<file path="src/verilog/gat_pkg.sv">
`default_nettype none

package gat_pkg;

  // Feature and weight values
  localparam int DATA_W       = 8;
  localparam int NUM_FEAT_IN  = 16;
  localparam int COL_W        = 4;
  localparam int NUM_FEAT_OUT = 4;

  // Subgraph size, target node included
  localparam int MAX_NODES    = 8;
  localparam int NODE_W       = 3;
  localparam int CNT_W        = 4;

  // 16 products of 8x8 bits
  localparam int WH_DATA_W    = 20;
  // 8 products of 8x20 bits
  localparam int COEF_W       = 32;

  // Bank bit above the node index
  localparam int WH_ADDR_W    = 4;

  typedef logic signed [DATA_W-1:0]    data_t;
  typedef logic signed [WH_DATA_W-1:0] wh_data_t;

  typedef wh_data_t [NUM_FEAT_OUT-1:0] wh_row_t;
  typedef data_t    [NUM_FEAT_OUT-1:0] wgt_row_t;

endpackage

`default_nettype wire
</file>
<file path="src/verilog/wh_buf_if.sv">
`default_nettype none

interface wh_buf_if;
  import gat_pkg::*;

  logic                 req;
  logic                 we;
  logic [WH_ADDR_W-1:0] addr;
  wh_row_t              wdata;
  logic                 gnt;
  wh_row_t              rdata;

  modport requester (
    output req, we, addr, wdata,
    input  gnt, rdata
  );

  modport arbiter (
    input  req, we, addr, wdata,
    output gnt, rdata
  );

endinterface

`default_nettype wire

</file>
<file path="src/verilog/dmvm_engine.sv">
`default_nettype none

module dmvm_engine #(
  parameter int NUM_FEAT_OUT = gat_pkg::NUM_FEAT_OUT
) (
  input  logic                       clk,
  input  logic                       rst_n,
  input  logic                       a_we_i,
  input  logic [2:0]                 a_idx_i,
  input  logic [gat_pkg::DATA_W-1:0] a_data_i,
  input  logic                       bank_done_i,
  input  logic                       done_bank_i,
  input  logic [gat_pkg::CNT_W-1:0]  done_cnt_i,
  output logic                       bank_free_o,
  output logic                       coef_vld_o,
  output logic                       coef_last_o,
  output logic [gat_pkg::COEF_W-1:0] coef_o,
  wh_buf_if.requester                rd_if
);
  import gat_pkg::*;

  typedef enum logic [1:0] {S_IDLE, S_TGT, S_TGW, S_NBR} state_t;

  state_t                   state;
  data_t                    a_q [2*NUM_FEAT_OUT];
  logic [1:0]               pend;
  logic [CNT_W-1:0]         cnt_q [2];
  logic                     cur_bank;
  logic [NODE_W-1:0]        rd_idx;
  logic                     rd_pend;
  logic                     rd_last;
  logic                     last_rd;
  logic signed [COEF_W-1:0] tgt_q;
  logic signed [COEF_W-1:0] tgt_dot;
  logic signed [COEF_W-1:0] nbr_dot;

  always_comb begin
    tgt_dot = '0;
    nbr_dot = '0;
    for (int f = 0; f < NUM_FEAT_OUT; f++) begin
      tgt_dot = tgt_dot + a_q[f] * rd_if.rdata[f];
      nbr_dot = nbr_dot + a_q[NUM_FEAT_OUT+f] * rd_if.rdata[f];
    end
  end

  // Node 0 is read first for the target term, rd_idx stays 0 until then
  assign rd_if.req   = (state == S_TGT) || (state == S_NBR);
  assign rd_if.we    = 1'b0;
  assign rd_if.addr  = {cur_bank, rd_idx};
  assign rd_if.wdata = '0;

  assign last_rd = CNT_W'(rd_idx) + 1'b1 == cnt_q[cur_bank];

  always_ff @(posedge clk) begin
    if (a_we_i) begin
      a_q[a_idx_i] <= a_data_i;
    end
    if (bank_done_i) begin
      cnt_q[done_bank_i] <= done_cnt_i;
    end
    if (state == S_TGW) begin
      tgt_q <= tgt_dot;
    end
    if (rd_pend) begin
      coef_o <= tgt_q + nbr_dot;
    end
  end

  always_ff @(posedge clk or negedge rst_n) begin
    if (!rst_n) begin
      state       <= S_IDLE;
      pend        <= '0;
      cur_bank    <= 1'b0;
      rd_idx      <= '0;
      rd_pend     <= 1'b0;
      rd_last     <= 1'b0;
      bank_free_o <= 1'b0;
      coef_vld_o  <= 1'b0;
      coef_last_o <= 1'b0;
    end else begin
      bank_free_o <= 1'b0;
      rd_pend     <= 1'b0;
      coef_vld_o  <= rd_pend;
      coef_last_o <= rd_pend & rd_last;
      if (bank_done_i) begin
        pend[done_bank_i] <= 1'b1;
      end
      case (state)
        S_IDLE: begin
          if (pend[cur_bank]) begin
            rd_idx <= '0;
            state  <= S_TGT;
          end
        end
        S_TGT: begin
          if (rd_if.gnt) begin
            state <= S_TGW;
          end
        end
        S_TGW: state <= S_NBR;
        S_NBR: begin
          if (rd_if.gnt) begin
            rd_pend <= 1'b1;
            rd_last <= last_rd;
            rd_idx  <= rd_idx + 1'b1;
            // Last row is latched in the buffer, bank can be refilled
            if (last_rd) begin
              pend[cur_bank] <= 1'b0;
              cur_bank       <= ~cur_bank;
              bank_free_o    <= 1'b1;
              state          <= S_IDLE;
            end
          end
        end
        default: state <= S_IDLE;
      endcase
    end
  end

endmodule

`default_nettype wire

</file>
<file path="src/flat_wrapper.sv">
// flat-port wrapper written by rule: the top's interface ports become plain ports
module dmvm_engine_flat import gat_pkg::*;
#(
  parameter int NUM_FEAT_OUT = gat_pkg::NUM_FEAT_OUT
)
  (clk, rst_n, a_we_i, a_idx_i, a_data_i, bank_done_i, done_bank_i, done_cnt_i, bank_free_o, coef_vld_o, coef_last_o, coef_o, rd_if_req, rd_if_we, rd_if_addr, rd_if_wdata, rd_if_gnt, rd_if_rdata);
  wh_buf_if rd_if_i ();
  input  logic clk;
  input  logic rst_n;
  input  logic a_we_i;
  input  logic [2:0] a_idx_i;
  input  logic [gat_pkg::DATA_W-1:0] a_data_i;
  input  logic bank_done_i;
  input  logic done_bank_i;
  input  logic [gat_pkg::CNT_W-1:0] done_cnt_i;
  output logic bank_free_o;
  output logic coef_vld_o;
  output logic coef_last_o;
  output logic [gat_pkg::COEF_W-1:0] coef_o;
  output wire logic [$bits(rd_if_i.req)-1:0] rd_if_req;
  output wire logic [$bits(rd_if_i.we)-1:0] rd_if_we;
  output wire logic [$bits(rd_if_i.addr)-1:0] rd_if_addr;
  output wire logic [$bits(rd_if_i.wdata)-1:0] rd_if_wdata;
  input wire logic [$bits(rd_if_i.gnt)-1:0] rd_if_gnt;
  input wire logic [$bits(rd_if_i.rdata)-1:0] rd_if_rdata;
  assign rd_if_req = rd_if_i.req;
  assign rd_if_we = rd_if_i.we;
  assign rd_if_addr = rd_if_i.addr;
  assign rd_if_wdata = rd_if_i.wdata;
  assign rd_if_i.gnt = rd_if_gnt;
  assign rd_if_i.rdata = rd_if_rdata;
  dmvm_engine #(.NUM_FEAT_OUT(NUM_FEAT_OUT)) u_core (.clk(clk), .rst_n(rst_n), .a_we_i(a_we_i), .a_idx_i(a_idx_i), .a_data_i(a_data_i), .bank_done_i(bank_done_i), .done_bank_i(done_bank_i), .done_cnt_i(done_cnt_i), .bank_free_o(bank_free_o), .coef_vld_o(coef_vld_o), .coef_last_o(coef_last_o), .coef_o(coef_o), .rd_if(rd_if_i));
endmodule
</file>
<file path="config.mk">
export PLATFORM = sky130hd
export DESIGN_NAME = dmvm_engine_flat
export DESIGN_NICKNAME = d
export VERILOG_FILES = /design/src/verilog/gat_pkg.sv /design/src/verilog/wh_buf_if.sv /design/src/verilog/dmvm_engine.sv /design/src/flat_wrapper.sv
export SDC_FILE = /design/constraint.sdc
export NUM_CORES = 2
export LEC_CHECK = 0
export ABC_AREA = 1
export BUFFER_PORTS_ARGS = -buffer_cell sky130_fd_sc_hd__buf_2
export CAP_MARGIN = 20
export CORE_ASPECT_RATIO = 0.7
export CORE_MARGIN = 1
export CORE_UTILIZATION = 30
export CTS_CLUSTER_DIAMETER = 100
export DETAILED_ROUTE_END_ITERATION = 8
export MAX_ROUTING_LAYER = met4
export PLACE_DENSITY = 0.44
export SLEW_MARGIN = 10
export SYNTH_ARGS = -nofsm -noshare
export SYNTH_HDL_FRONTEND = slang
export SYNTH_SLANG_ARGS = --single-unit
</file>
<file path="constraint.sdc">
create_clock -name clk -period 10.1 [get_ports clk]
set_input_delay 2.02 -clock clk [delete_from_list [all_inputs] [get_ports clk]]
set_output_delay 2.02 -clock clk [all_outputs]
set_load 0.005 [all_outputs]
</file>
# == Word-level counts from Yosys, hierarchy flattened ==
# Memory sizes are Yosys's and may differ from the RTL's.
# Cells that the tools add are included.
# op_classes
n_addsub,9
mul,8
n_div,0
order_cmp,4
n_eq_ne,8
shifts,0
n_mux,27
bitwise_logic,5
n_reduce_logical,9
# ops
op,n
$add 32x32->32,7
$mul 8x20->28,8
$mux 2,8
$mux 1,13
$pmux 2 s4,1
$mux 3,2
$pmux 3 s2,1
$reduce_and 3->1,2
$add 3x1->4 const B,1
$eq 2x2->1 const B,2
$eq 4x4->1,1
$lt 1x2->1 const B,2
$ne 2x1->1 const B,2
$ne 2x2->1 const B,2
$reduce_and 4->1,1
$add 3x1->3 const B,1
$and 2x2->2,1
$demux 1 s1,2
$eq 2x1->1 const B,1
$ge 1x1->1 const B,2
$logic_and 1x1->1,2
$logic_not 2->1,1
$not 2->2,1
$or 2x2->2,1
5 further kinds,5
# word_totals
register_bits,77
latchBits,0
mem_bits_rw,72
romBits,0
memories,2
# mem_list
name,words,word_bits,read_ports,rd_clocked_by_memory_dff,wr,line_no,text
u_core.a_q,8,8,8,0,1,dmvm_engine.sv:25,data_t a_q [2*NUM_FEAT_OUT];
u_core.cnt_q,2,4,1,0,1,dmvm_engine.sv:27,logic [CNT_W-1:0] cnt_q [2];

# == Longest topological paths before layout ==
# logic_depth
depth_word,10
ltp_mapped,39
depth_no_buf,38

# == Least setup slack after synthesis ==
# No wires, ideal clock.
# synth_timing
path_type,in2reg
start,input port rd_if_rdata[65]
end,register u_core.coef_o[31] (netlist bit) (data pin)
setup_ns,0.252
arrival_time_ns,8.291
required_time_ns,9.848
slack_ns,1.557
path_stages,37
cell_sequence,clkbuf_1 -> clkbuf_1 -> nand2_1 -> fa_1 -> fa_1 -> inv_1 -> fa_1 -> inv_1 -> fa_1 -> inv_1 -> ha_1 -> a21oi_2 -> nand2_2 -> nand2_1 -> nand2_2 -> nand2_1 -> nand2_2 -> nand2_1 -> nand2_1 -> nand2_1 -> nand2_1 -> fa_1 -> inv_1 -> fa_1 -> fa_1 -> inv_1 -> ha_1 -> nand2_1 -> inv_1 -> nand2_1 -> inv_1 -> a21oi_1 -> nand2_2 -> nand2_1 -> nand2_1 -> nand2_1 -> nand2_1
# synth_between
elab_chain_cells,3
# synth_lines
element,line_no,text
start: declaration,flat_wrapper.sv:25,input wire logic [$bits(rd_if_i.rdata)-1:0] rd_if_rdata;
$mul 8x20->28,dmvm_engine.sv:42,nbr_dot = nbr_dot + a_q[NUM_FEAT_OUT+f] * rd_if.rdata[f];
$add 32x32->32,dmvm_engine.sv:42,
$add 32x32->32,dmvm_engine.sv:65,coef_o <= tgt_q + nbr_dot;
end signal: assignment,dmvm_engine.sv:65,
end: declaration,dmvm_engine.sv:17,"output logic [gat_pkg::COEF_W-1:0] coef_o,"
# No other way between the ends.
# A chain may end at the register's enable or synchronous reset.

# == Final worst setup path ==
# layout_timing
start,input port rd_if_rdata[67]
end,register u_core.coef_o[19] (netlist bit) (data pin)
# Same word-level chain as after synthesis.

==> results.json <==
{
  "mappedNetlistArea_um2": 63400,
  "nFillCells": 22887,
  "rows": 140,
  "track_usage": 0.209,
  "vias_per_cell": 4.39,
  "slew_headroom": 0.222,
  "grt_max_degree": 35,
  "vias": 51376,
  "final_antenna_net_count": 0,
  "synth_compound_area_frac": 0.0326,
  "gp_congestion": 0.969,
  "syn_area_per_cell_um2": 7.10,
  "yosys.area_share.simple": 0.213,
  "fmaxAchievable_mhz": 106,
  "dieWidth_um": 551,
  "slew_viol_final": 0,
  "hold_buffers": 0,
  "cts_tree": "done",
  "wl_per_cell_um": 18.2,
  "status": "complete, no violations",
  "yosys.cell_types.count": 42,
  "ys.warnings.count": 0,
  "firstDrtPassIters": 6,
  "synth_seq_area_share": 0.0696,
  "final_common_cell": "inv_1",
  "antenna_found_initial": 18,
  "grt_pass1_vias": 52810,
  "synthMuxAreaShare": 0,
  "path_delay_family": "adder cells",
  "syn_inst": 8930,
  "cts_inserted_buffers": 25,
  "yosys.area_share.xor_xnor": 0.0252,
  "synth-seq-cells": 149,
  "insertion_delay_ns": 0.53,
  "synth_flop_cell": "edfxtp_1",
  "arrival_ns": 9.75,
  "dp_hpwl_um": 184000,
  "cp_slowest_cell": "xor2_1",
  "worstPathRequired_ns": 10.43,
  "dieArea_um2": 213000,
  "hold_viol": 0,
  "start_kind": "input pin",
  "core_um2": 209000,
  "fin_crit_sh": 0.933,
  "async_flop_share": 0.0872,
  "grt-ovfl-total": 0,
  "crit_fanout": 16,
  "most-common-layout-cells": "inv_1 (2927), nand2_1 (2528), fa_1 (1160), ha_1 (491), nor2_1 (340)",
  "hold_path_class": "flop to flop",
  "cts_buffer_depth": 3,
  "drc": 0,
  "cts_root_buffer": "clkbuf_16",
  "max_cap_violations": 0,
  "synth-edff-count": 136,
  "drive_gt1_frac": 0.0366,
  "setup_viol": 0,
  "worstMarginPinSlew_ns": 1.17,
  "critical_path_class": "input pin to flop",
  "synth_fa_ha_area_frac": 0.464,
  "fin_crit_ns": 9.43,
  "clock-sinks": 149,
  "cpMostUsedCell": "fa_1",
  "io_pins": 222,
  "skew_ns": 0.0252,
  "end_kind": "flop",
  "cts_max_level": 4,
  "clk_pin_slew_worst_paths_ns": 0.07,
  "synth_top_family_by_area": "adder cells",
  "crit_buf_inv": 5,
  "port_buffers": 140,
  "cts_setup_buffers": 0,
  "syn2layout_area_growth_pct": 6.57,
  "die_y_um": 387,
  "grt_pass1_wl_um": 329000,
  "wl_um": 213000,
  "drt_iter0_drc": 3432,
  "nets": 10681,
  "cts_resized": 0,
  "tns_ns": 0,
  "rsz0062_at_grt": "false",
  "cpPeakStageDelay_ns": 0.69,
  "start_util": 0.303
}
[metal layers]
| layer | GRT usage | share of wire | vias to the layer above |
|---|---|---|---|
| met2 | 0.299 | 0.41 | 1009 |
| met4 | 0.0174 | 0.0079 | 0 |
| li1 | - | - | 25051 |
| met5 | - | 0 | - |
| met1 | 0.324 | 0.53 | 25206 |
| met3 | 0.0239 | 0.050 | 110 |
[area by class of cell]
cell class	instances	area, um^2	share of cell area
clock buffers	27	633	0.00938
multi-input cells	5635	46800	0.694
well taps	2769	3460	0.0513
inverters	2929	11000	0.163
flip-flops and latches	149	4410	0.0653
repair buffers	188	1090	0.0161
diodes	10	25.0	0.000371
clock inverters	5	75.1	0.00111
[through the flow]
stage	hold WS [ns]	area, um^2	std cells	util	worst slack, ns
4_1_cts	0.482	67500	11701	0.323	0.750
5_1_grt	0.521	67500	11712	0.323	0.425
3_5_place_dp	0.463	66800	11669	0.320	0.189
2_1_floorplan	0.433	63700	9010	-	1.56
3_3_place_gp	0.468	66800	11668	0.319	0.111
6_report	0.483	67500	11712	0.323	0.672
[kinds of logic after synthesis]
| logic type | count (synthesis) |
|---|---|
| other | 1 |
| XOR/XNOR | 182 |
| buffers and inverters | 3226 |
| adder cells (fa/ha/maj) | 1652 |
| AO/OA/AOI/OAI | 386 |
| flip-flops | 149 |
| AND/OR/NAND/NOR | 3334 |
[worst min-delay path: stages (launching register included)]
cell     delay (ns)
dfrtp_1        0.35
nand2_1        0.05
inv_1          0.05
[sequential cells by signal, indices dropped and copies added, names as in the netlist]
register	cells
u_core.a_q	64
u_core.coef_o	32
u_core.tgt_q	32
u_core.cnt_q	8
u_core.rd_idx	3
u_core.pend	2
u_core.state	2
u_core.bank_free_o	1
u_core.coef_last_o	1
u_core.coef_vld_o	1
u_core.cur_bank	1
u_core.rd_last	1
u_core.rd_pend	1
[synthesized netlist by cell type (22+ instances only)]
cell type | instances | area [um^2]
nand3_1 | 206 | 1030
fa_1 | 1160 | 23200
inv_1 | 2927 | 11000
ha_1 | 492 | 6160
xnor2_1 | 103 | 902
clkbuf_1 | 213 | 800
and2_1 | 28 | 175
or2_2 | 37 | 231
nor2_2 | 22 | 138
nor2_1 | 342 | 1280
a21oi_1 | 236 | 1180
nand2_1 | 2528 | 9490
nand2_2 | 27 | 169
buf_4 | 82 | 616
o21ai_0 | 92 | 460
nand4_1 | 98 | 613
edfxtp_1 | 136 | 4080
o21bai_1 | 27 | 203
xor2_1 | 79 | 692
[final timing paths]
| check | slack, ns | from | cells past startpoint | to |
|---|---|---|---|---|
| worst min register to register | 0.48 | u_core.rd_last$_DFFE_PN0P_ | 2 | u_core.coef_last_o$_DFF_PN0_ |
| max in group asynchronous | 8.49 | rst_n | 1 | u_core.rd_idx[1]$_DFFE_PN0P_ |
| min in group asynchronous | 1.37 | rst_n | 1 | u_core.coef_vld_o$_DFF_PN0_ |
| worst max-delay path | 0.67 | rd_if_rdata[67] | 28 | u_core.coef_o[19]$_DFFE_PP_ |
| worst max register to register | 1.56 | u_core.a_q[7][7]$_DFFE_PP_ | 27 | u_core.coef_o[19]$_DFFE_PP_ |
| worst min-delay path | 0.48 | u_core.rd_last$_DFFE_PN0P_ | 2 | u_core.coef_last_o$_DFF_PN0_ |
Power is left out: the tool's default activity adds up to more than one toggle a clock period on the data nets, which glitch-free logic cannot reach.
