## config.mk

```make
export PLATFORM = sky130hd
export DESIGN_NAME = wh_buffer_arbiter_flat
export DESIGN_NICKNAME = d
export VERILOG_FILES = /design/src/verilog/gat_pkg.sv /design/src/verilog/wh_buf_if.sv /design/src/verilog/wh_buffer_arbiter.sv /design/src/flat_wrapper.sv
export SDC_FILE = /design/constraint.sdc
export NUM_CORES = 1
export LEC_CHECK = 0
export BUFFER_PORTS_ARGS = -buffer_cell sky130_fd_sc_hd__buf_2
export CAP_MARGIN = 20
export CORE_MARGIN = 4
export CORE_UTILIZATION = 35
export DETAILED_ROUTE_END_ITERATION = 12
export PLACE_DENSITY_LB_ADDON = 0.25
export SYNTH_ARGS = -nofsm -noshare
export SYNTH_HDL_FRONTEND = slang
export SYNTH_SLANG_ARGS = --single-unit
```

## constraint.sdc

```tcl
create_clock -name clk -period 2.8 [get_ports clk]
set_input_delay 0.14 -clock clk [delete_from_list [all_inputs] [get_ports clk]]
set_output_delay 0.14 -clock clk [all_outputs]
set_load 0.005 [all_outputs]
```

## src/verilog/gat_pkg.sv

```systemverilog
`default_nettype none

package gat_pkg;

  // Feature and weight values
  localparam int DATA_W       = 8;
  localparam int NUM_FEAT_IN  = 16;
  localparam int COL_W        = 4;
  localparam int NUM_FEAT_OUT = 4;

  // Subgraph size, target node included
  localparam int MAX_NODES    = 8;
  localparam int NODE_W       = 3;
  localparam int CNT_W        = 4;

  // 16 products of 8x8 bits
  localparam int WH_DATA_W    = 20;
  // 8 products of 8x20 bits
  localparam int COEF_W       = 32;

  // Bank bit above the node index
  localparam int WH_ADDR_W    = 4;

  typedef logic signed [DATA_W-1:0]    data_t;
  typedef logic signed [WH_DATA_W-1:0] wh_data_t;

  typedef wh_data_t [NUM_FEAT_OUT-1:0] wh_row_t;
  typedef data_t    [NUM_FEAT_OUT-1:0] wgt_row_t;

endpackage

`default_nettype wire
```

## src/verilog/wh_buf_if.sv

```systemverilog
`default_nettype none

interface wh_buf_if;
  import gat_pkg::*;

  logic                 req;
  logic                 we;
  logic [WH_ADDR_W-1:0] addr;
  wh_row_t              wdata;
  logic                 gnt;
  wh_row_t              rdata;

  modport requester (
    output req, we, addr, wdata,
    input  gnt, rdata
  );

  modport arbiter (
    input  req, we, addr, wdata,
    output gnt, rdata
  );

endinterface

`default_nettype wire

```

## src/verilog/wh_buffer_arbiter.sv

```systemverilog
`default_nettype none

module wh_buffer_arbiter #(
  parameter int MAX_NODES = gat_pkg::MAX_NODES
) (
  input  logic       clk,
  input  logic       rst_n,
  wh_buf_if.arbiter  wr_if,
  wh_buf_if.arbiter  rd_if
);
  import gat_pkg::*;

  wh_row_t              mem [2*MAX_NODES];
  wh_row_t              rdata_q;
  logic                 access;
  logic                 sel_we;
  logic [WH_ADDR_W-1:0] sel_addr;
  wh_row_t              sel_wdata;

  // Writer always wins
  assign wr_if.gnt = wr_if.req;
  assign rd_if.gnt = rd_if.req & ~wr_if.req;

  assign access    = wr_if.req | rd_if.req;
  assign sel_we    = wr_if.req ? wr_if.we    : rd_if.we;
  assign sel_addr  = wr_if.req ? wr_if.addr  : rd_if.addr;
  assign sel_wdata = wr_if.req ? wr_if.wdata : rd_if.wdata;

  always_ff @(posedge clk) begin
    if (access && sel_we) begin
      mem[sel_addr] <= sel_wdata;
    end
  end

  // Read data one cycle after grant
  always_ff @(posedge clk or negedge rst_n) begin
    if (!rst_n) begin
      rdata_q <= '0;
    end else if (access && !sel_we) begin
      rdata_q <= mem[sel_addr];
    end
  end

  assign wr_if.rdata = rdata_q;
  assign rd_if.rdata = rdata_q;

endmodule

`default_nettype wire

```

## src/flat_wrapper.sv

```systemverilog
// flat-port wrapper written by rule: the top's interface ports become plain ports
module wh_buffer_arbiter_flat import gat_pkg::*;
#(
  parameter int MAX_NODES = gat_pkg::MAX_NODES
)
  (clk, rst_n, wr_if_req, wr_if_we, wr_if_addr, wr_if_wdata, wr_if_gnt, wr_if_rdata, rd_if_req, rd_if_we, rd_if_addr, rd_if_wdata, rd_if_gnt, rd_if_rdata);
  wh_buf_if wr_if_i ();
  wh_buf_if rd_if_i ();
  input  logic clk;
  input  logic rst_n;
  input wire logic [$bits(wr_if_i.req)-1:0] wr_if_req;
  input wire logic [$bits(wr_if_i.we)-1:0] wr_if_we;
  input wire logic [$bits(wr_if_i.addr)-1:0] wr_if_addr;
  input wire logic [$bits(wr_if_i.wdata)-1:0] wr_if_wdata;
  output wire logic [$bits(wr_if_i.gnt)-1:0] wr_if_gnt;
  output wire logic [$bits(wr_if_i.rdata)-1:0] wr_if_rdata;
  input wire logic [$bits(rd_if_i.req)-1:0] rd_if_req;
  input wire logic [$bits(rd_if_i.we)-1:0] rd_if_we;
  input wire logic [$bits(rd_if_i.addr)-1:0] rd_if_addr;
  input wire logic [$bits(rd_if_i.wdata)-1:0] rd_if_wdata;
  output wire logic [$bits(rd_if_i.gnt)-1:0] rd_if_gnt;
  output wire logic [$bits(rd_if_i.rdata)-1:0] rd_if_rdata;
  assign wr_if_i.req = wr_if_req;
  assign wr_if_i.we = wr_if_we;
  assign wr_if_i.addr = wr_if_addr;
  assign wr_if_i.wdata = wr_if_wdata;
  assign wr_if_gnt = wr_if_i.gnt;
  assign wr_if_rdata = wr_if_i.rdata;
  assign rd_if_i.req = rd_if_req;
  assign rd_if_i.we = rd_if_we;
  assign rd_if_i.addr = rd_if_addr;
  assign rd_if_i.wdata = rd_if_wdata;
  assign rd_if_gnt = rd_if_i.gnt;
  assign rd_if_rdata = rd_if_i.rdata;
  wh_buffer_arbiter #(.MAX_NODES(MAX_NODES)) u_core (.clk(clk), .rst_n(rst_n), .wr_if(wr_if_i), .rd_if(rd_if_i));
endmodule
```

======== Yosys cells after proc, flatten, opt, wreduce, memory -nomap -nowiden ========
Memory sizes are Yosys's and may differ from the RTL's. A register that Yosys moved wholly into a read port is not among the register bits.
Cells that the tools add are included.
storage, ports and cells
  memory bits (read-only) ................. 0
  memory bits (writable) .................. 1,280
  bits in latches ......................... 0
  flip-flop bits (word level) ............. 0
  output and inout bits ................... 162
  memories ................................ 1
  input port bits ......................... 174
memories
  memory      depth  width  read ports  clocked after memory_dff  write ports  line                     RTL
  u_core.mem  16     80     1           1                         1            wh_buffer_arbiter.sv:13  wh_row_t mem [2*MAX_NODES];
operators by class
  order comparisons ....................... 0
  bitwise gates (word level) .............. 3
  multiplexer cells ....................... 5
  div/mod/pow operators ................... 0
  equality and inequality tests ........... 0
  $mul .................................... 0
  reductions and logical operators ........ 4
  shift operators ......................... 0
  $add $sub $neg .......................... 0
operators with widths
  cell                number
  80-bit two-way mux  1
  4-bit two-way mux   1
  1-bit two-way mux   3
  1-bit logical AND   2
  1-bit logical NOT   2
  1-bit bitwise AND   1
  1-bit NOT           1
  1-bit bitwise OR    1

======== Longest topological paths before layout ========
Gate-level depths: netlist of the first run.
  depth in word-level cells ............... 4
  mapped depth ............................ 9
  mapped depth without buffers ............ 5

======== Worst setup path before layout of the first run ========
Ideal clock, no wire load.
  path type ............................... input -> register
  start point ............................. input port wr_if_addr[1]
  end point ............................... memory u_core.mem[3][0] (netlist name), enable pin
  setup time .............................. 0.616 ns
  data arrival time ....................... 6.664 ns
  cell stages on the path ................. 6
  path buffers ............................ 4
  path slack .............................. -4.480 ns
  cells stage by stage .................... buf_2 > buf_2 > clkbuf_1 > clkbuf_1 > a22oi_1 > nor3_1
between the ends
  longest elaborated chain between the ends .. 1
RTL lines
  what               line                     RTL
  start, declared    flat_wrapper.sv:13       input wire logic [$bits(wr_if_i.addr)-1:0] wr_if_addr;
  4-bit two-way mux  wh_buffer_arbiter.sv:26  assign sel_addr = wr_if.req ? wr_if.addr : rd_if.addr;
  end, declared      wh_buffer_arbiter.sv:13
No other way between the ends.

==> results of run 1 <==
==> final timing paths <==
kind                                          endpoint                    from  slack [ns]
min in group asynchronous       u_core.rd_if.rdata[62]                   rst_n        0.06
worst min-delay path                 u_core.mem[13][4]          wr_if_wdata[4]        0.05
worst min register to register  u_core.rd_if.rdata[20]  u_core.rd_if.rdata[20]        0.65
max in group asynchronous       u_core.rd_if.rdata[19]                   rst_n        2.30
worst max register to register  u_core.rd_if.rdata[39]       u_core.mem[5][39]        0.81
worst max-delay path                 u_core.mem[0][51]               wr_if_req        0.73
==> power breakdown <==
group | total, µW | internal, µW | switching [µW] | leakage (µW)
registers | 23500 | 23000 | 466 | 0.0125
logic | 4530 | 1750 | 2780 | 0.00813
clock network | 18700 | 10800 | 7910 | 0.00225
==> cell type report <==
cell class | count | area, µm² | area share (%)
Multi-Input combinational cell | 2284 | 14800 | 21.6
Sequential cell | 1360 | 40400 | 58.8
Clock inverter | 63 | 577 | 0.839
Antenna cell | 3 | 7.51 | 0.0109
Tap cell | 2175 | 2720 | 3.96
Timing Repair Buffer | 647 | 5560 | 8.08
Clock buffer | 202 | 4040 | 5.87
Inverter | 163 | 612 | 0.890
==> layer usage <==
metal	track usage, %	up-vias	wire (µm)
li1	-	17300	-
met1	26.7	19700	73800
met2	33.3	1391	85000
met3	2.84	259	10200
met4	6.24	0	5000
met5	0	-	0
==> sequential cells by signal, summed over array words and instances, names as in the netlist <==
register	count
u_core.mem	1280
u_core.rd_if.rdata	80
==> kinds of logic after synthesis <==
family,after synthesis,share of synthesized area (%)
muxes,80,1.56
and+or+nand+nor,910,7.04
buffers and inverters,611,4.76
DFF,1360,70.1
AOI/OAI and AO/OA,1294,16.5
==> metrics by stage <==
step / area, µm² / instances / hold WS, ns / worst slack [ns] / setup TNS, ns
floorplan: 58000 / 4255 / -0.156 / -0.643 / -773.49
CTS: 68800 / 6894 / 0.000747 / 0.764 / 0
detailed placement: 62800 / 6490 / 0.187 / 0.201 / 0
global placement: 62800 / 6490 / 0.182 / 0.172 / 0
global route: 68800 / 6895 / 0.0421 / 0.664 / 0
finish: 68800 / 6897 / 0.0453 / 0.732 / 0
==> layout by cell type, fill, tap and decap left out, types with 3 or more instances in the layout <==
cell           netlist  layout
nor2_1               3       3
a21oi_1            161     160
clkbuf_8             0       7
a2111oi_0          160     160
inv_6                0       4
inv_1              163     163
o32ai_1            160     160
a22oi_1            323     320
clkinv_1             0      18
clkinv_8             0       3
nand2b_1           242     240
dfrtp_1             80      80
clkbuf_1           239      44
clkinvlp_4           0       5
nand2_1            642     641
o41a_1              80      80
buf_4               85      82
buf_12               0      93
diode_2              0       3
edfxtp_1          1280    1280
buf_2              108     331
bufinv_16            0       7
mux2_2              80      80
a22oi_2              0       3
dlygate4sd3_1        0     138
o22ai_1            401     400
clkinv_2             0      22
clkbuf_16            0     151
nor3_4               0      16
==> timing repair <==
| action | 4_1_cts | 5_1_grt |
|---|---|---|
| endpoints found under the hold margin | 1127 | 0 |
| resized for setup | 0 | 0 |
| hold buffers | 139 | 0 |
==> flow_metrics.env, run 1 <==
export IMPL_p_per_area_mw_per_mm2=679
export IMPL_synth_warnings=0
export IMPL_worst_ep_arrival_time_ns=2.47
export IMPL_numPortBuffers=335
export IMPL_ir_drop_mv=0.620
export IMPL_finalWirelength_mm=174
export IMPL_cp_max_fo=47
export IMPL_grt_max_degree=81
export IMPL_rsz0062_at_grt="false"
export IMPL_design_die_area_mm2=0.171
export IMPL_syn_avg_cell_area_um2=13.6
export IMPL_setup_viol=0
export IMPL_cts_setup_buffers=0
export IMPL_cts_tree="done"
export IMPL_fillers=14800
export IMPL_drive_gt1_share_pct=17.5
export IMPL_grt_pass1_vias=37600
export IMPL_wl_per_cell_um=25.2
export IMPL_finalMaxSlewViolations=0
export IMPL_p_leak_uw=0.0228
export IMPL_synth_area_leader_cell="edfxtp_1"
export IMPL_vias_per_cell=5.61
export IMPL_crit_buf_inv=4
export IMPL_synth_most_common_cell="edfxtp_1"
export IMPL_htreeDepth=4
export IMPL_final_antenna_net_count=0
export IMPL_start_util_pct=35.3
export IMPL_relSlewSlack_pct=48.0
export IMPL_grt_ovfl_total=0
export IMPL_std_cell_rows=148
export IMPL_synth_top_area_share_pct=66.7
export IMPL_hold_depth=2
export IMPL_crit_type="input pin to register"
export IMPL_timing_fmax_mhz=484
export IMPL_ys_ff_latch=1360
export IMPL_syn_area_mm2=0.0577
export IMPL_async_reset_ff_share_pct=5.88
export IMPL_io_pins=336
export IMPL_final_nets=4775
export IMPL_finalCritPeriodShare_pct=73.9
export IMPL_clk_insertion_delay_late_ns=0.77
export IMPL_synth_area_leaders="edfxtp_1, o22ai_1, a22oi_1"
export IMPL_core_area_mm2=0.163
export IMPL_area_growth_pct=19.3
export IMPL_synthDistinctLibCells=29
export IMPL_utilization_pct=42.1
export IMPL_grt_pass1_wl_mm=255
export IMPL_grt_util_all_layers_pct=19.9
export IMPL_hold_viol=0
export IMPL_synth_common_cells="edfxtp_1, nand2_1, o22ai_1"
export IMPL_cp_slowest_stage_delay_ns=0.82
export IMPL_yosys_most_used_dff="edfxtp_1"
export IMPL_drc_errors=0
export IMPL_ys_seq_area_share_pct=70.1
export IMPL_drv_cap=0
export IMPL_clock_sinks=1360
export IMPL_clkTransAtPathRegs_ns=0.06
export IMPL_total_power_uw=46700
export IMPL_finalWeightedCongestion=0.765
export IMPL_finalCriticalPeriod_ns=2.07
export IMPL_end_kind="register"
export IMPL_start_kind="input pin"
export IMPL_drt_iter0_drc=3886
export IMPL_path_delay_family="buffers and inverters"
export IMPL_cp_required_ns=3.20
export IMPL_netlist_instances=4255
export IMPL_synth_edff_count=1280
export IMPL_clockBufferDepth=3
export IMPL_outcome="finished clean"
export IMPL_die_h_um=414
export IMPL_die_w_um=414
export IMPL_crit_top_cell="buf_4"
export IMPL_antenna_found_initial=3
export IMPL_syn_nets=4429
export IMPL_r2r_cells=5
export IMPL_slowest_stage="dlygate4sd3_1"
export IMPL_drt_pass1_iter_count=6
export IMPL_path_depth=5
export IMPL_cts_root_buf="clkbuf_16"
export IMPL_cp_cell_sequence="buf_6 > buf_4 > buf_4 > mux2_2 > dlygate4sd3_1"
export IMPL_dp_hpwl_mm=98.1
export IMPL_cts_buffers=145
export IMPL_finClkSkew_ns=0.0266
export IMPL_tightest_slew_ns=0.780
export IMPL_vias=38700
export IMPL_hold_class="input pin to register"
Note: power is estimated with default switching activity, not from simulation.
==> run 2: changes to the inputs <==
- clock period: 2.8 -> 2.2 ns (I/O delays scaled with it)
==> run 2 against run 1 <==
  * Power increased by 27%
  * Critical path depth stayed put
  * Core utilization is 1.6 points higher
  * Combinational power rose by 38%
  * Setup slack worse by 0.41 ns
  * Sequential power up 27%
  * Wire length increased by 3.0%
  * Highest routed layer is now met5
==> flow_metrics.env, run 2 (synthesis results as in run 1) <==
export IMPL_outcome="finished clean"
export IMPL_cts_buffers=141
export IMPL_std_cell_rows=148
export IMPL_p_leak_uw=0.0243
export IMPL_worst_ep_arrival_time_ns=2.54
export IMPL_dpl_cell_area_mm2=0.0654
export IMPL_preCtsSetupSlack_ns=-0.155
export IMPL_hold_start="wr_if_wdata[56]"
export IMPL_grt_pass1_wl_mm=261
export IMPL_clock_sinks=1360
export IMPL_final_common_cell="edfxtp_1"
export IMPL_drt_iter0_drc=3756
export IMPL_grt_max_degree=93
export IMPL_finalCritPeriodShare_pct=85.5
export IMPL_grt_ovfl_total=0
export IMPL_wl_per_cell_um=25.1
export IMPL_clkTransAtPathRegs_ns=0.06
export IMPL_dpl_cell_count=6720
export IMPL_setup_viol=0
export IMPL_die_h_um=414
export IMPL_cp_max_fo=2
export IMPL_fin_cells=7141
export IMPL_hold_ws_ns=0.0301
export IMPL_start_kind="register"
export IMPL_numPortBuffers=335
export IMPL_setup_ws_ns=0.318
export IMPL_cts_setup_buffers=0
export IMPL_cts_root_buf="clkbuf_16"
export IMPL_end_kind="register"
export IMPL_relSlewSlack_pct=52.4
export IMPL_clk_insertion_delay_late_ns=0.78
export IMPL_clockBufferDepth=3
export IMPL_htreeDepth=4
export IMPL_max_flop_register="u_core.mem"
export IMPL_final_area_mm2=0.0715
export IMPL_finalMaxSlewViolations=0
export IMPL_area_growth_pct=23.9
export IMPL_finalWeightedCongestion=0.797
export IMPL_largest_reg_flops=1280
export IMPL_start_util_pct=35.3
export IMPL_finalWirelength_mm=179
export IMPL_cp_required_ns=2.86
export IMPL_die_w_um=414
export IMPL_vias=39900
export IMPL_cts_tree="done"
export IMPL_drv_cap=0
export IMPL_drc_errors=0
export IMPL_final_cell_mix="edfxtp_1, nand2_1, o22ai_1"
export IMPL_hold_viol=0
export IMPL_drive_gt1_share_pct=21.1
export IMPL_io_pins=336
export IMPL_dp_hpwl_mm=110
export IMPL_drt_pass1_iter_count=6
export IMPL_finClkSkew_ns=0.0258
export IMPL_crit_type="register to register"
export IMPL_final_nets=5022
export IMPL_ir_drop_mv=0.845
export IMPL_grt_pass1_vias=38600
export IMPL_post_cts_resized=0
export IMPL_hold_class="input pin to register"
export IMPL_grt_util_all_layers_pct=20.4
export IMPL_design_die_area_mm2=0.171
export IMPL_finalCriticalPeriod_ns=1.88
export IMPL_vias_per_cell=5.59
export IMPL_antenna_found_initial=4
export IMPL_p_per_area_mw_per_mm2=829
export IMPL_tightest_slew_ns=0.714
export IMPL_cts_hold_buf=160
export IMPL_rsz0062_at_grt="false"
export IMPL_crit_start="u_core.mem[7][7]"
export IMPL_r2r_start="u_core.mem[7][7]"
export IMPL_final_antenna_net_count=0
export IMPL_timing_fmax_mhz=531
export IMPL_core_area_mm2=0.163
==> run 2: worst paths after layout <==
kind / endpoint / slack (ns) / depth (start not counted)
worst min register to register: u_core.rd_if.rdata[44] / 0.64 / 2
worst max register to register: u_core.rd_if.rdata[7] / 0.32 / 5
worst min-delay path: u_core.mem[14][56] / 0.03 / 2
min in group asynchronous: u_core.rd_if.rdata[54] / 0.56 / 4
worst max-delay path: u_core.rd_if.rdata[7] / 0.32 / 5
max in group asynchronous: u_core.rd_if.rdata[32] / 1.23 / 4
==> run 2: cell type report <==
| cell class | instances | area, µm² |
|---|---|---|
| multi-input combinational | 2284 | 14800 |
| sequential | 1360 | 40400 |
| tap | 2175 | 2720 |
| clock buffer | 192 | 3850 |
| antenna | 2 | 5.00 |
| timing repair buffer | 898 | 8450 |
| clock inverter | 67 | 567 |
| fill | 14600 | 91900 |
| inverter | 163 | 612 |
==> run 2: worst max-delay path: stages (launching register included) <==
cell	delay (ns)
edfxtp_1	0.42
nand2_1	0.09
o22ai_1	0.12
a2111oi_0	0.46
o22ai_1	0.23
o41a_1	0.44
==> run 2: report_power, final <==
| part | internal [µW] | switching (µW) | leakage [µW] |
|---|---|---|---|
| sequential | 29300 | 587 | 0.0125 |
| clock | 13100 | 10000 | 0.00216 |
| combinational | 2620 | 3640 | 0.00968 |
==> run 2: stage by stage <==
| stage | power (µW) | utilization (%) | setup TNS [ns] |
|---|---|---|---|
| floorplan | 33500 | - | -1503.09 |
| global placement | 36400 | 40.1 | -11.85 |
| detailed placement | 36400 | 40.1 | -11.68 |
| CTS | 59800 | 43.8 | 0 |
| global route | 61300 | 43.8 | 0 |
| finish | 59200 | 43.8 | 0 |
==> run 2: routing by layer <==
metal	part of all wire (%)	global-route usage, %
met1	41	27.2
met2	49	34.4
met3	6.3	2.88
met4	3.0	6.68
met5	0.0078	0
