<file path="src/verilog/gat_pkg.sv">
`default_nettype none

package gat_pkg;

  // Feature and weight values
  localparam int DATA_W       = 8;
  localparam int NUM_FEAT_IN  = 16;
  localparam int COL_W        = 4;
  localparam int NUM_FEAT_OUT = 4;

  // Subgraph size, target node included
  localparam int MAX_NODES    = 8;
  localparam int NODE_W       = 3;
  localparam int CNT_W        = 4;

  // 16 products of 8x8 bits
  localparam int WH_DATA_W    = 20;
  // 8 products of 8x20 bits
  localparam int COEF_W       = 32;

  // Bank bit above the node index
  localparam int WH_ADDR_W    = 4;

  typedef logic signed [DATA_W-1:0]    data_t;
  typedef logic signed [WH_DATA_W-1:0] wh_data_t;

  typedef wh_data_t [NUM_FEAT_OUT-1:0] wh_row_t;
  typedef data_t    [NUM_FEAT_OUT-1:0] wgt_row_t;

endpackage

`default_nettype wire
</file>
<file path="src/verilog/wh_buf_if.sv">
`default_nettype none

interface wh_buf_if;
  import gat_pkg::*;

  logic                 req;
  logic                 we;
  logic [WH_ADDR_W-1:0] addr;
  wh_row_t              wdata;
  logic                 gnt;
  wh_row_t              rdata;

  modport requester (
    output req, we, addr, wdata,
    input  gnt, rdata
  );

  modport arbiter (
    input  req, we, addr, wdata,
    output gnt, rdata
  );

endinterface

`default_nettype wire

</file>
<file path="src/verilog/spmm_engine.sv">
`default_nettype none

module spmm_engine #(
  parameter int NUM_FEAT_OUT = gat_pkg::NUM_FEAT_OUT,
  parameter int MAX_NODES    = gat_pkg::MAX_NODES
) (
  input  logic                       clk,
  input  logic                       rst_n,
  input  logic                       wgt_we_i,
  input  logic [gat_pkg::COL_W-1:0]  wgt_addr_i,
  input  gat_pkg::wgt_row_t          wgt_data_i,
  input  logic                       sub_start_i,
  input  logic [gat_pkg::CNT_W-1:0]  sub_nodes_i,
  input  logic                       h_vld_i,
  input  logic [gat_pkg::COL_W-1:0]  h_col_i,
  input  logic [gat_pkg::DATA_W-1:0] h_val_i,
  input  logic                       h_row_end_i,
  input  logic                       bank_free_i,
  output logic                       sub_rdy_o,
  output logic                       bank_done_o,
  output logic                       done_bank_o,
  output logic [gat_pkg::CNT_W-1:0]  done_cnt_o,
  wh_buf_if.requester                wr_if
);
  import gat_pkg::*;

  localparam int IDX_W = $clog2(MAX_NODES);

  wgt_row_t           wgt_mem [NUM_FEAT_IN];
  logic               s1_vld;
  logic               s1_end;
  logic [COL_W-1:0]   s1_col;
  data_t              s1_val;
  logic               s2_vld;
  logic               s2_end;
  data_t              s2_val;
  wgt_row_t           s2_wgt;
  wh_row_t            acc;
  wh_row_t            acc_nxt;
  logic               filling;
  logic               fill_bank;
  logic               free_ptr;
  logic [1:0]         busy;
  logic [CNT_W-1:0]   sub_cnt;
  logic [IDX_W-1:0]   node_idx;
  logic               row_wr;
  logic               last_wr;

  always_ff @(posedge clk) begin
    if (wgt_we_i) begin
      wgt_mem[wgt_addr_i] <= wgt_data_i;
    end
    s1_col <= h_col_i;
    s1_val <= h_val_i;
    s1_end <= h_row_end_i;
    // Weight row fetch
    s2_wgt <= wgt_mem[s1_col];
    s2_val <= s1_val;
    s2_end <= s1_end;
  end

  always_comb begin
    for (int f = 0; f < NUM_FEAT_OUT; f++) begin
      acc_nxt[f] = acc[f] + s2_val * s2_wgt[f];
    end
  end

  assign row_wr  = s2_vld & s2_end;
  assign last_wr = row_wr && (CNT_W'(node_idx) + 1'b1 == sub_cnt);

  // Row end writes the finished sum, bypassing the accumulator
  assign wr_if.req   = row_wr;
  assign wr_if.we    = row_wr;
  assign wr_if.addr  = {fill_bank, node_idx};
  assign wr_if.wdata = acc_nxt;

  assign sub_rdy_o = ~filling & ~busy[fill_bank];

  always_ff @(posedge clk or negedge rst_n) begin
    if (!rst_n) begin
      s1_vld      <= 1'b0;
      s2_vld      <= 1'b0;
      acc         <= '0;
      filling     <= 1'b0;
      fill_bank   <= 1'b0;
      free_ptr    <= 1'b0;
      busy        <= '0;
      sub_cnt     <= '0;
      node_idx    <= '0;
      bank_done_o <= 1'b0;
      done_bank_o <= 1'b0;
      done_cnt_o  <= '0;
    end else begin
      s1_vld      <= h_vld_i;
      s2_vld      <= s1_vld;
      bank_done_o <= last_wr;
      if (s2_vld) begin
        acc <= s2_end ? '0 : acc_nxt;
      end
      if (sub_start_i && sub_rdy_o) begin
        filling         <= 1'b1;
        sub_cnt         <= sub_nodes_i;
        node_idx        <= '0;
        busy[fill_bank] <= 1'b1;
      end
      if (row_wr) begin
        node_idx <= node_idx + 1'b1;
      end
      if (last_wr) begin
        filling     <= 1'b0;
        fill_bank   <= ~fill_bank;
        done_bank_o <= fill_bank;
        done_cnt_o  <= sub_cnt;
      end
      // Banks are released in fill order
      if (bank_free_i) begin
        busy[free_ptr] <= 1'b0;
        free_ptr       <= ~free_ptr;
      end
    end
  end

endmodule

`default_nettype wire

</file>
<file path="src/flat_wrapper.sv">
// flat-port wrapper written by rule: the top's interface ports become plain ports
module spmm_engine_flat import gat_pkg::*;
#(
  parameter int NUM_FEAT_OUT = gat_pkg::NUM_FEAT_OUT,
  parameter int MAX_NODES    = gat_pkg::MAX_NODES
)
  (clk, rst_n, wgt_we_i, wgt_addr_i, wgt_data_i, sub_start_i, sub_nodes_i, h_vld_i, h_col_i, h_val_i, h_row_end_i, bank_free_i, sub_rdy_o, bank_done_o, done_bank_o, done_cnt_o, wr_if_req, wr_if_we, wr_if_addr, wr_if_wdata, wr_if_gnt, wr_if_rdata);
  wh_buf_if wr_if_i ();
  input  logic clk;
  input  logic rst_n;
  input  logic wgt_we_i;
  input  logic [gat_pkg::COL_W-1:0] wgt_addr_i;
  input  gat_pkg::wgt_row_t wgt_data_i;
  input  logic sub_start_i;
  input  logic [gat_pkg::CNT_W-1:0] sub_nodes_i;
  input  logic h_vld_i;
  input  logic [gat_pkg::COL_W-1:0] h_col_i;
  input  logic [gat_pkg::DATA_W-1:0] h_val_i;
  input  logic h_row_end_i;
  input  logic bank_free_i;
  output logic sub_rdy_o;
  output logic bank_done_o;
  output logic done_bank_o;
  output logic [gat_pkg::CNT_W-1:0] done_cnt_o;
  output wire logic [$bits(wr_if_i.req)-1:0] wr_if_req;
  output wire logic [$bits(wr_if_i.we)-1:0] wr_if_we;
  output wire logic [$bits(wr_if_i.addr)-1:0] wr_if_addr;
  output wire logic [$bits(wr_if_i.wdata)-1:0] wr_if_wdata;
  input wire logic [$bits(wr_if_i.gnt)-1:0] wr_if_gnt;
  input wire logic [$bits(wr_if_i.rdata)-1:0] wr_if_rdata;
  assign wr_if_req = wr_if_i.req;
  assign wr_if_we = wr_if_i.we;
  assign wr_if_addr = wr_if_i.addr;
  assign wr_if_wdata = wr_if_i.wdata;
  assign wr_if_i.gnt = wr_if_gnt;
  assign wr_if_i.rdata = wr_if_rdata;
  spmm_engine #(.NUM_FEAT_OUT(NUM_FEAT_OUT), .MAX_NODES(MAX_NODES)) u_core (.clk(clk), .rst_n(rst_n), .wgt_we_i(wgt_we_i), .wgt_addr_i(wgt_addr_i), .wgt_data_i(wgt_data_i), .sub_start_i(sub_start_i), .sub_nodes_i(sub_nodes_i), .h_vld_i(h_vld_i), .h_col_i(h_col_i), .h_val_i(h_val_i), .h_row_end_i(h_row_end_i), .bank_free_i(bank_free_i), .sub_rdy_o(sub_rdy_o), .bank_done_o(bank_done_o), .done_bank_o(done_bank_o), .done_cnt_o(done_cnt_o), .wr_if(wr_if_i));
endmodule
</file>
<file path="config.mk">
export PLATFORM = sky130hd
export DESIGN_NAME = spmm_engine_flat
export DESIGN_NICKNAME = d
export VERILOG_FILES = /design/src/verilog/gat_pkg.sv /design/src/verilog/wh_buf_if.sv /design/src/verilog/spmm_engine.sv /design/src/flat_wrapper.sv
export SDC_FILE = /design/constraint.sdc
export NUM_CORES = 1
export LEC_CHECK = 0
export ABC_AREA = 1
export BUFFER_PORTS_ARGS = -buffer_cell sky130_fd_sc_hd__buf_2
export CAP_MARGIN = 20
export CORE_ASPECT_RATIO = 1.5
export CORE_MARGIN = 5
export CORE_UTILIZATION = 60
export CTS_BUF_LIST = sky130_fd_sc_hd__clkbuf_16
export CTS_CLUSTER_SIZE = 28
export DETAILED_ROUTE_END_ITERATION = 7
export PLACE_DENSITY = 0.84
export SYNTH_ARGS = -nofsm -noshare
export SYNTH_HDL_FRONTEND = slang
export SYNTH_SLANG_ARGS = --single-unit
</file>
<file path="constraint.sdc">
create_clock -name clk -period 9.1 [get_ports clk]
set_clock_uncertainty 0.05 [all_clocks]
set_input_delay 1.82 -clock clk [delete_from_list [all_inputs] [get_ports clk]]
set_output_delay 1.82 -clock clk [all_outputs]
set_load 0.01 [all_outputs]
</file>
Word-level counts from Yosys, hierarchy flattened. Memory sizes are Yosys's and may differ from the RTL's. A register that Yosys moved wholly into a read port is not among the register bits. Cells that the tools add are included.

Add/sub/neg operators: 6. Multipliers: 4. Magnitude comparators: 4. Eq/ne operators: 1. Multiplexer cells: 15. Bitwise logic cells: 9. Reduce and logical (&&, ||, !) cells: 6.

Operators by type and width (count): $add 20x20->20 (4); $mux 80 (1); $mul 8x8->16 (4); $mux 1 (8); $mux 3 (2); $add 3x1->4 const B (1); $eq 4x4->1 (1); $logic_and 1x1->1 (4); $lt 1x2->1 const B (2); $mux 2 (2); $not 1->1 (4); $reduce_bool 2->1 (2); $add 3x1->3 const B (1); $and 1x1->1 (2); $and 2x2->2 (1); $demux 1 s1 (2); $ge 1x1->1 const B (2); $not 2->2 (1); $or 2x2->2 (1).

Bits in registers: 122. Bits in writable memories: 512. Word-level logic and storage cells: 66. Memories: 1.

Memory list: u_core.wgt_mem (depth 16, width 32, read ports 1, clocked after Yosys merged registers in 1, write ports 1, RTL line spmm_engine.sv:29) `wgt_row_t wgt_mem [NUM_FEAT_IN];`.

Depth between registers and ports, before layout. Gate-level depths: netlist of run 1.

Depth after elaboration: 8. Mapped depth: 34. Gate-level depth less buffers: 32.

Worst setup path after synthesis of run 1. No wires, ideal clock.

Path kind: reg2out. Start point: register u_core.s2_val[7]. End point: output wr_if_wdata[18]. Arrival time: 5.253 ns. Setup slack: 1.977 ns. Cell stages (with the launch flop): 26. Buffers on the path: 1. Cell sequence: dfxtp_1 -> clkbuf_1 -> nand2_1 -> fa_1 -> inv_1 -> fa_1 -> inv_1 -> fa_1 -> inv_1 -> fa_1 -> ha_1 -> nand2_1 -> nor2_1 -> nand3_1 -> nand3_1 -> inv_1 -> nand3_1 -> nand2_1 -> ha_1 -> nand2_1 -> inv_1 -> nand3_1 -> nor3_1 -> nand4_1 -> nand3_1 -> xor2_1.

Word-level cells in the longest chain between the ends: 2.

Ends and longest elaborated chain: start, declared (RTL line spmm_engine.sv:36) `data_t s2_val;`; start signal, assigned (RTL line spmm_engine.sv:58) `s2_val <= s1_val;`; $mul 8x8->16 (RTL line spmm_engine.sv:64) `acc_nxt[f] = acc[f] + s2_val * s2_wgt[f];`; $add 20x20->20 (RTL line spmm_engine.sv:64); end, declared (RTL line flat_wrapper.sv:28) `output wire logic [$bits(wr_if_i.wdata)-1:0] wr_if_wdata;`.

No other way between the ends.

Worst setup path after layout of run 1.
Start point: register u_core.s2_val[6]. End point: output wr_if_wdata[38].

The elaborated chain is that of the path after synthesis.

==> results.md, run 1 <==
* Nets at 4734
* Count of state elements after synthesis at 666
* Required time worst endpoint at 7230 ps
* TNS Setup at 0 ps
* Leading cell type in the layout, fill and taps excluded: inv_1
* Max-Cap Viols at 0
* Pin count of the biggest net entering global routing at 192
* Max Clk Rate at 0.115 GHz
* Tot GR Track Use at 0.249
* Core area at 0.0668 mm²
* Top_reg_cell synth: edfxtp_1
* Cell family with most CP delay: adder cells
* Vias in the first global route at 28900
* Number of synthesized flops with an enable pin at 512
* Clock transition at path regs at 60 ps
* Slew headroom at 0.259
* Cell Area, Synth at 0.0405 mm²
* Total number of vias at 28500
* Fraction of layout instances using a drive strength above 1 at 0.0780
* CP arrival at 6800 ps
* Sequential cell area fraction in the yosys report at 0.468
* DRC at 0
* H-tree depth at 2
* Post-route antenna net violation count at 0
* Chip Height at 328 µm
* Final RePlAce weighted congestion at 0.901
* Post-synth top area share at 0.380
* Yosys warnings at 0
* Post-CTS setup buffers at 0
* Starting density of the core at 0.606
* Status: complete, no violations
* Syn avg cell area at 9.94 µm²
* RSZ-0062 raised after global routing: false
* Detailed-router iteration count before antenna repair at 6
* Row count at 116
* Finished Cell Area at 0.0441 mm²
* Gr ovfl total at 0
* Min Tclk post-route at 8670 ps
* CP endpoint kind: primary output
* Bufs and invs on worst path at 7
* Clock buffer depth at 3
* Initial antenna violation count at 12
* Tcrit/Tclk final at 0.952
* Initial DRC Count at 2470
* I/O pins at 233
* Most frequent cells in the layout: inv_1 (839), nand2_1 (721), edfxtp_1 (512)
* Area Overhead vs Synth at 8.92%
* Via density at 5.58
* CTS Buf Count at 59
* Synth area leader: edfxtp_1
* Worst-path fanout max at 16
* Final wirelength at 93100 µm
* IO buf count at 151
* Placed inst area at 0.0420 mm²
* Synth top area cells: edfxtp_1 (38%), fa_1 (11%), inv_1 (7.6%), nand2_1 (6.7%), ha_1 (6.2%)
* Final setup violation count at 0
* Slowest CP cell: dfxtp_1
* Hold/Removal Path Class: reg -> reg
* Synth Instances at 4072
* WL/cell at 18.2 µm
* CP max stage delay at 900 ps
* Worst-Skew Late Latency at 660 ps
* Final Hold Viols at 0
* Net Count, Synth at 4637
* First-pass GRT wire length at 146000 µm
* Root Driver: clkbuf_16
* Slew Limit Fails at 0
* Die area at 0.0728 mm²
* Hold-fix buffers, CTS at 0
* CTS Sinks at 666
* Crit start category: flip-flop
* CTS tree: done
* Worst-Margin Slew at 1110 ps
* Setup Crit Path Kind: reg -> out
* DP Wirelength at 60900 µm
* Number of library cell types mapped by synthesis at 46
* Async SR Flop Fraction at 0.150
* Die X at 222 µm
* Most used cell, CP: inv_1
[per-stage QoR]
step	setup slack, ps	hold WS (ps)	instances	util
final	434	275	5108	0.660
after global routing	22.8	270	5105	0.660
after CTS	204	273	5101	0.660
after detailed placement	950	264	4992	0.630
after global placement	1030	260	4992	0.630
after floorplan	1980	260	4072	-
[layer usage]
metal | GRT usage | share of wire | vias to the layer above
li1 | - | - | 13500
met1 | 0.289 | 0.37 | 13700
met2 | 0.454 | 0.52 | 1029
met3 | 0.0394 | 0.064 | 265
met4 | 0.113 | 0.041 | 8
met5 | 0 | 0.00061 | -
[logic make-up after synthesis]
group / Yosys count / share of synthesized area
fa+ha+maj: 425 / 0.173
xor+xnor: 100 / 0.0216
simple gates: 1060 / 0.107
buf+inv: 989 / 0.0965
flops: 666 / 0.468
compound gates: 704 / 0.101
mux: 128 / 0.0317
[worst paths after layout]
| kind | slack, ps | end | start | cells past startpoint |
|---|---|---|---|---|
| min in group asynchronous | 1080 | u_core.filling | rst_n | 1 |
| hold / removal | 270 | u_core.s2_val[3] | u_core.s1_val[3] | 0 |
| max in group asynchronous | 6660 | u_core.acc[13] | rst_n | 2 |
| setup reg to reg | 2850 | u_core.acc[38] | u_core.s2_val[6] | 27 |
| setup / recovery | 430 | wr_if_wdata[38] | u_core.s2_val[6] | 26 |
| hold reg to reg | 270 | u_core.s2_val[3] | u_core.s1_val[3] | 0 |
[cell type report]
cell class / instances / area (µm²)
antenna: 6 / 15.0
clock buffer: 59 / 1480
clock inverter: 50 / 520
fill: 4868 / 22700
inverter: 826 / 3100
multi-input combinational: 2417 / 17700
sequential: 666 / 19000
tap: 885 / 1110
timing repair buffer: 199 / 1150
[worst reg2reg max path, stage by stage, from the launching register on]
cell and delay (ps):
dfxtp_1 900, buf_4 280, nand2_1 80, fa_1 470, fa_1 550, inv_1 50
fa_1 530, inv_1 50, fa_1 470, inv_1 40, ha_1 360, nand2_1 90
nor2_1 160, nand3_1 120, inv_1 60, nor2_1 50, nand3_1 100, nand2_1 170
ha_1 410, nand2_1 90, inv_1 70, nand3_1 80, nor3_1 260, nand4_1 160
nand3_1 160, xor2_1 200, nand2_1 70, nand2_1 90
[sequential cells by signal (all words and copies together), names as in the netlist, 2 cells and up]
name and count:
u_core.node_idx 3, u_core.done_cnt_o 4, u_core.s2_val 8, u_core.s1_col 4
u_core.s1_val 8, u_core.acc 80, u_core.sub_cnt 4, u_core.busy 2
u_core.wgt_mem 512, u_core.s2_wgt 32
[repair_timing]
item	4_1_cts	5_1_grt
resized for setup	0	2
setup endpoints to repair	0	8
endpoints found under the hold margin	0	0
[Yosys cell counts (63+ instances only)]
cell,n
fa_1,224
o21ai_0,224
nor2_1,129
ha_1,201
nand3_1,140
a21oi_1,252
o211ai_1,132
edfxtp_1,512
inv_1,823
mux2i_1,128
xor2_1,63
clkbuf_1,93
nand2_1,721
dfrtp_1,100
Power of run 1 is left out: the tool's default activity adds up to more than one toggle a clock period on the data nets, which glitch-free logic cannot reach.
==> run 2: changes to the inputs <==
--- a/config.mk
+++ b/config.mk
@@ -8,7 +8,7 @@
 export ABC_AREA = 1
 export BUFFER_PORTS_ARGS = -buffer_cell sky130_fd_sc_hd__buf_2
 export CAP_MARGIN = 20
-export CORE_ASPECT_RATIO = 1.5
+export CORE_ASPECT_RATIO = 0.5
 export CORE_MARGIN = 5
 export CORE_UTILIZATION = 60
 export CTS_BUF_LIST = sky130_fd_sc_hd__clkbuf_16
==> run 2 against run 1 <==
Against the previous run:
- the flow now finishes with violations (design-rule violations)
- critical path depth fell by 4
- global-route usage up 1.5 points
- largest cell class unchanged
- wire length is 4.8% higher
- cell count about the same
- via count rose by 2.0%
- fmax barely moved
==> results.md, run 2 (synthesis results as in run 1) <==
* Status: complete, but fails checks
* Failing checks: design-rule violations
* DRC at 1
* Root Driver: clkbuf_16
* Min Tclk post-route at 8660 ps
* IO buf count at 151
* Slew headroom at 0.258
* Hold-fix buffers, CTS at 0
* Final setup violation count at 0
* Final wirelength at 97600 µm
* Origin of the critical flop-to-flop path: u_core.s2_wgt[18]
* Total number of vias at 29100
* RR Endpoint: u_core.acc[57]
* Worst-Skew Late Latency at 650 ps
* Worst-Margin Slew at 1110 ps
* RSZ-0062 raised after global routing: false
* Core area at 0.0669 mm²
* I/O pins at 233
* Via density at 5.69
* Final-layout fill cell count at 4851
* Max-Cap Viols at 0
* CP endpoint kind: primary output
* Most frequent cells in the layout: inv_1 (823), nand2_1 (721), edfxtp_1 (512)
* DP Wirelength at 63000 µm
* Vias in the first global route at 29400
* CTS Buf Count at 58
* CTS tree: done
* Hold EP: u_core.s2_val[5]
* Slew Limit Fails at 0
* Max FFs per register at 512
* Largest registers: u_core.wgt_mem x512, u_core.acc x80, u_core.s2_wgt x32
* Final Hold Viols at 0
* Row count at 67
* Initial antenna violation count at 11
* CP arrival at 6790 ps
* Detailed-router iteration count before antenna repair at 7
* Clock transition at path regs at 70 ps
* Die area at 0.0731 mm²
* First-pass GRT wire length at 154000 µm
* Final RePlAce weighted congestion at 0.945
* WL/cell at 19.1 µm
* Nets at 4728
* Largest reg by FF count: u_core.wgt_mem
* Post-route antenna net violation count at 0
* Clock buffer depth at 3
* Gr ovfl total at 0
* H-tree depth at 2
* Initial DRC Count at 2959
* Chip Height at 194 µm
* Die X at 377 µm
* Hold path depth at 0
* Required time worst endpoint at 7230 ps
* HP Start: u_core.s1_val[5]
* TNS Setup at 0 ps
* Tcrit/Tclk final at 0.952
* Max Clk Rate at 0.115 GHz
* Fraction of layout instances using a drive strength above 1 at 0.0805
* Pin count of the biggest net entering global routing at 212
* Reg2Reg Depth at 23
* Setup Crit Path Kind: reg -> out
* CTS Sinks at 666
* Tot GR Track Use at 0.264
* Worst-path fanout max at 8
* Starting density of the core at 0.605
* Hold/Removal Path Class: reg -> reg
* Reg2reg setup slack at 2860 ps
* Area Overhead vs Synth at 8.94%
* Crit start category: flip-flop
* Leading cell type in the layout, fill and taps excluded: inv_1
## run 2: changes by cell type in the layout (fill, tap and decap cells not counted), moves of 2 or more
| cell | delta |
|---|---|
| inv_2 | +3 |
| clkinv_2 | +7 |
| clkinv_4 | -2 |
| clkinvlp_4 | -2 |
| inv_6 | +5 |
| bufinv_16 | +2 |
| inv_8 | +2 |
| inv_1 | -16 |
| clkinv_1 | +2 |
| clkinvlp_2 | -2 |
| dfxtp_2 | +2 |
| diode_2 | -3 |
| buf_4 | -4 |
## run 2: worst max-delay path: stages (launching register included)
cell	delay, ps
dfxtp_1	560
nand2_1	220
fa_1	760
inv_1	130
fa_1	520
inv_1	60
fa_1	500
inv_1	60
fa_1	480
ha_1	350
nand2_1	110
inv_1	50
a21oi_1	200
nand3_1	130
nand3_1	120
nand2_1	230
ha_1	430
nand2_1	130
nor3_1	340
nand4_1	170
nand3_1	160
xor2_1	250
buf_2	180
## run 2: layout make-up
| type | instances | area [µm²] | share of cell area |
|---|---|---|---|
| Antenna cell | 3 | 7.51 | 0.000170 |
| Clock buffer | 58 | 1450 | 0.0329 |
| Clock inverter | 50 | 601 | 0.0136 |
| Inverter | 826 | 3100 | 0.0704 |
| Multi-Input combinational cell | 2417 | 17700 | 0.402 |
| Sequential cell | 666 | 19000 | 0.430 |
| Tap cell | 897 | 1120 | 0.0255 |
| Timing Repair Buffer | 194 | 1090 | 0.0248 |
## run 2: how the worst max path moves through the flow
stage                                 start               to  slack, ps  cells past startpoint
final                     u_core.s2_wgt[18]  wr_if_wdata[57]        440                     22
after detailed placement   u_core.s2_val[4]  wr_if_wdata[38]        970                     27
after global placement     u_core.s2_val[7]  wr_if_wdata[39]       1180                     26
after global routing       u_core.s2_val[7]  wr_if_wdata[38]         30                     26
after floorplan            u_core.s2_val[7]  wr_if_wdata[18]       1980                     25
after CTS                  u_core.s2_val[4]  wr_if_wdata[38]        280                     27
## run 2: repair_timing
item / in CTS / in global routing
buffers inserted: 0 / 0
resized for setup: 0 / 5
endpoints found under the setup margin: 0 / 5
## run 2: metal layers
metal  wire length (µm)  up-vias  global-route usage  part of all wire
li1                   -    13500                   -                 -
met1              40000    14000               0.360              0.41
met2              46000     1342               0.436              0.47
met3               8910      191              0.0493             0.091
met4               2580       10              0.0778             0.026
met5                 82        -                   0           0.00084
## run 2: per-stage QoR
step	std cells	instance area (µm²)	util	worst slack, ps	hold slack (ps)
after detailed placement	5000	42000	0.628	968	263
after CTS	5108	44100	0.659	284	275
after global routing	5111	44100	0.659	33.9	281
final	5111	44100	0.659	436	270
after global placement	5000	42000	0.628	1180	260
after floorplan	4072	40500	-	1980	260
Power of run 2 is left out for the same reason.
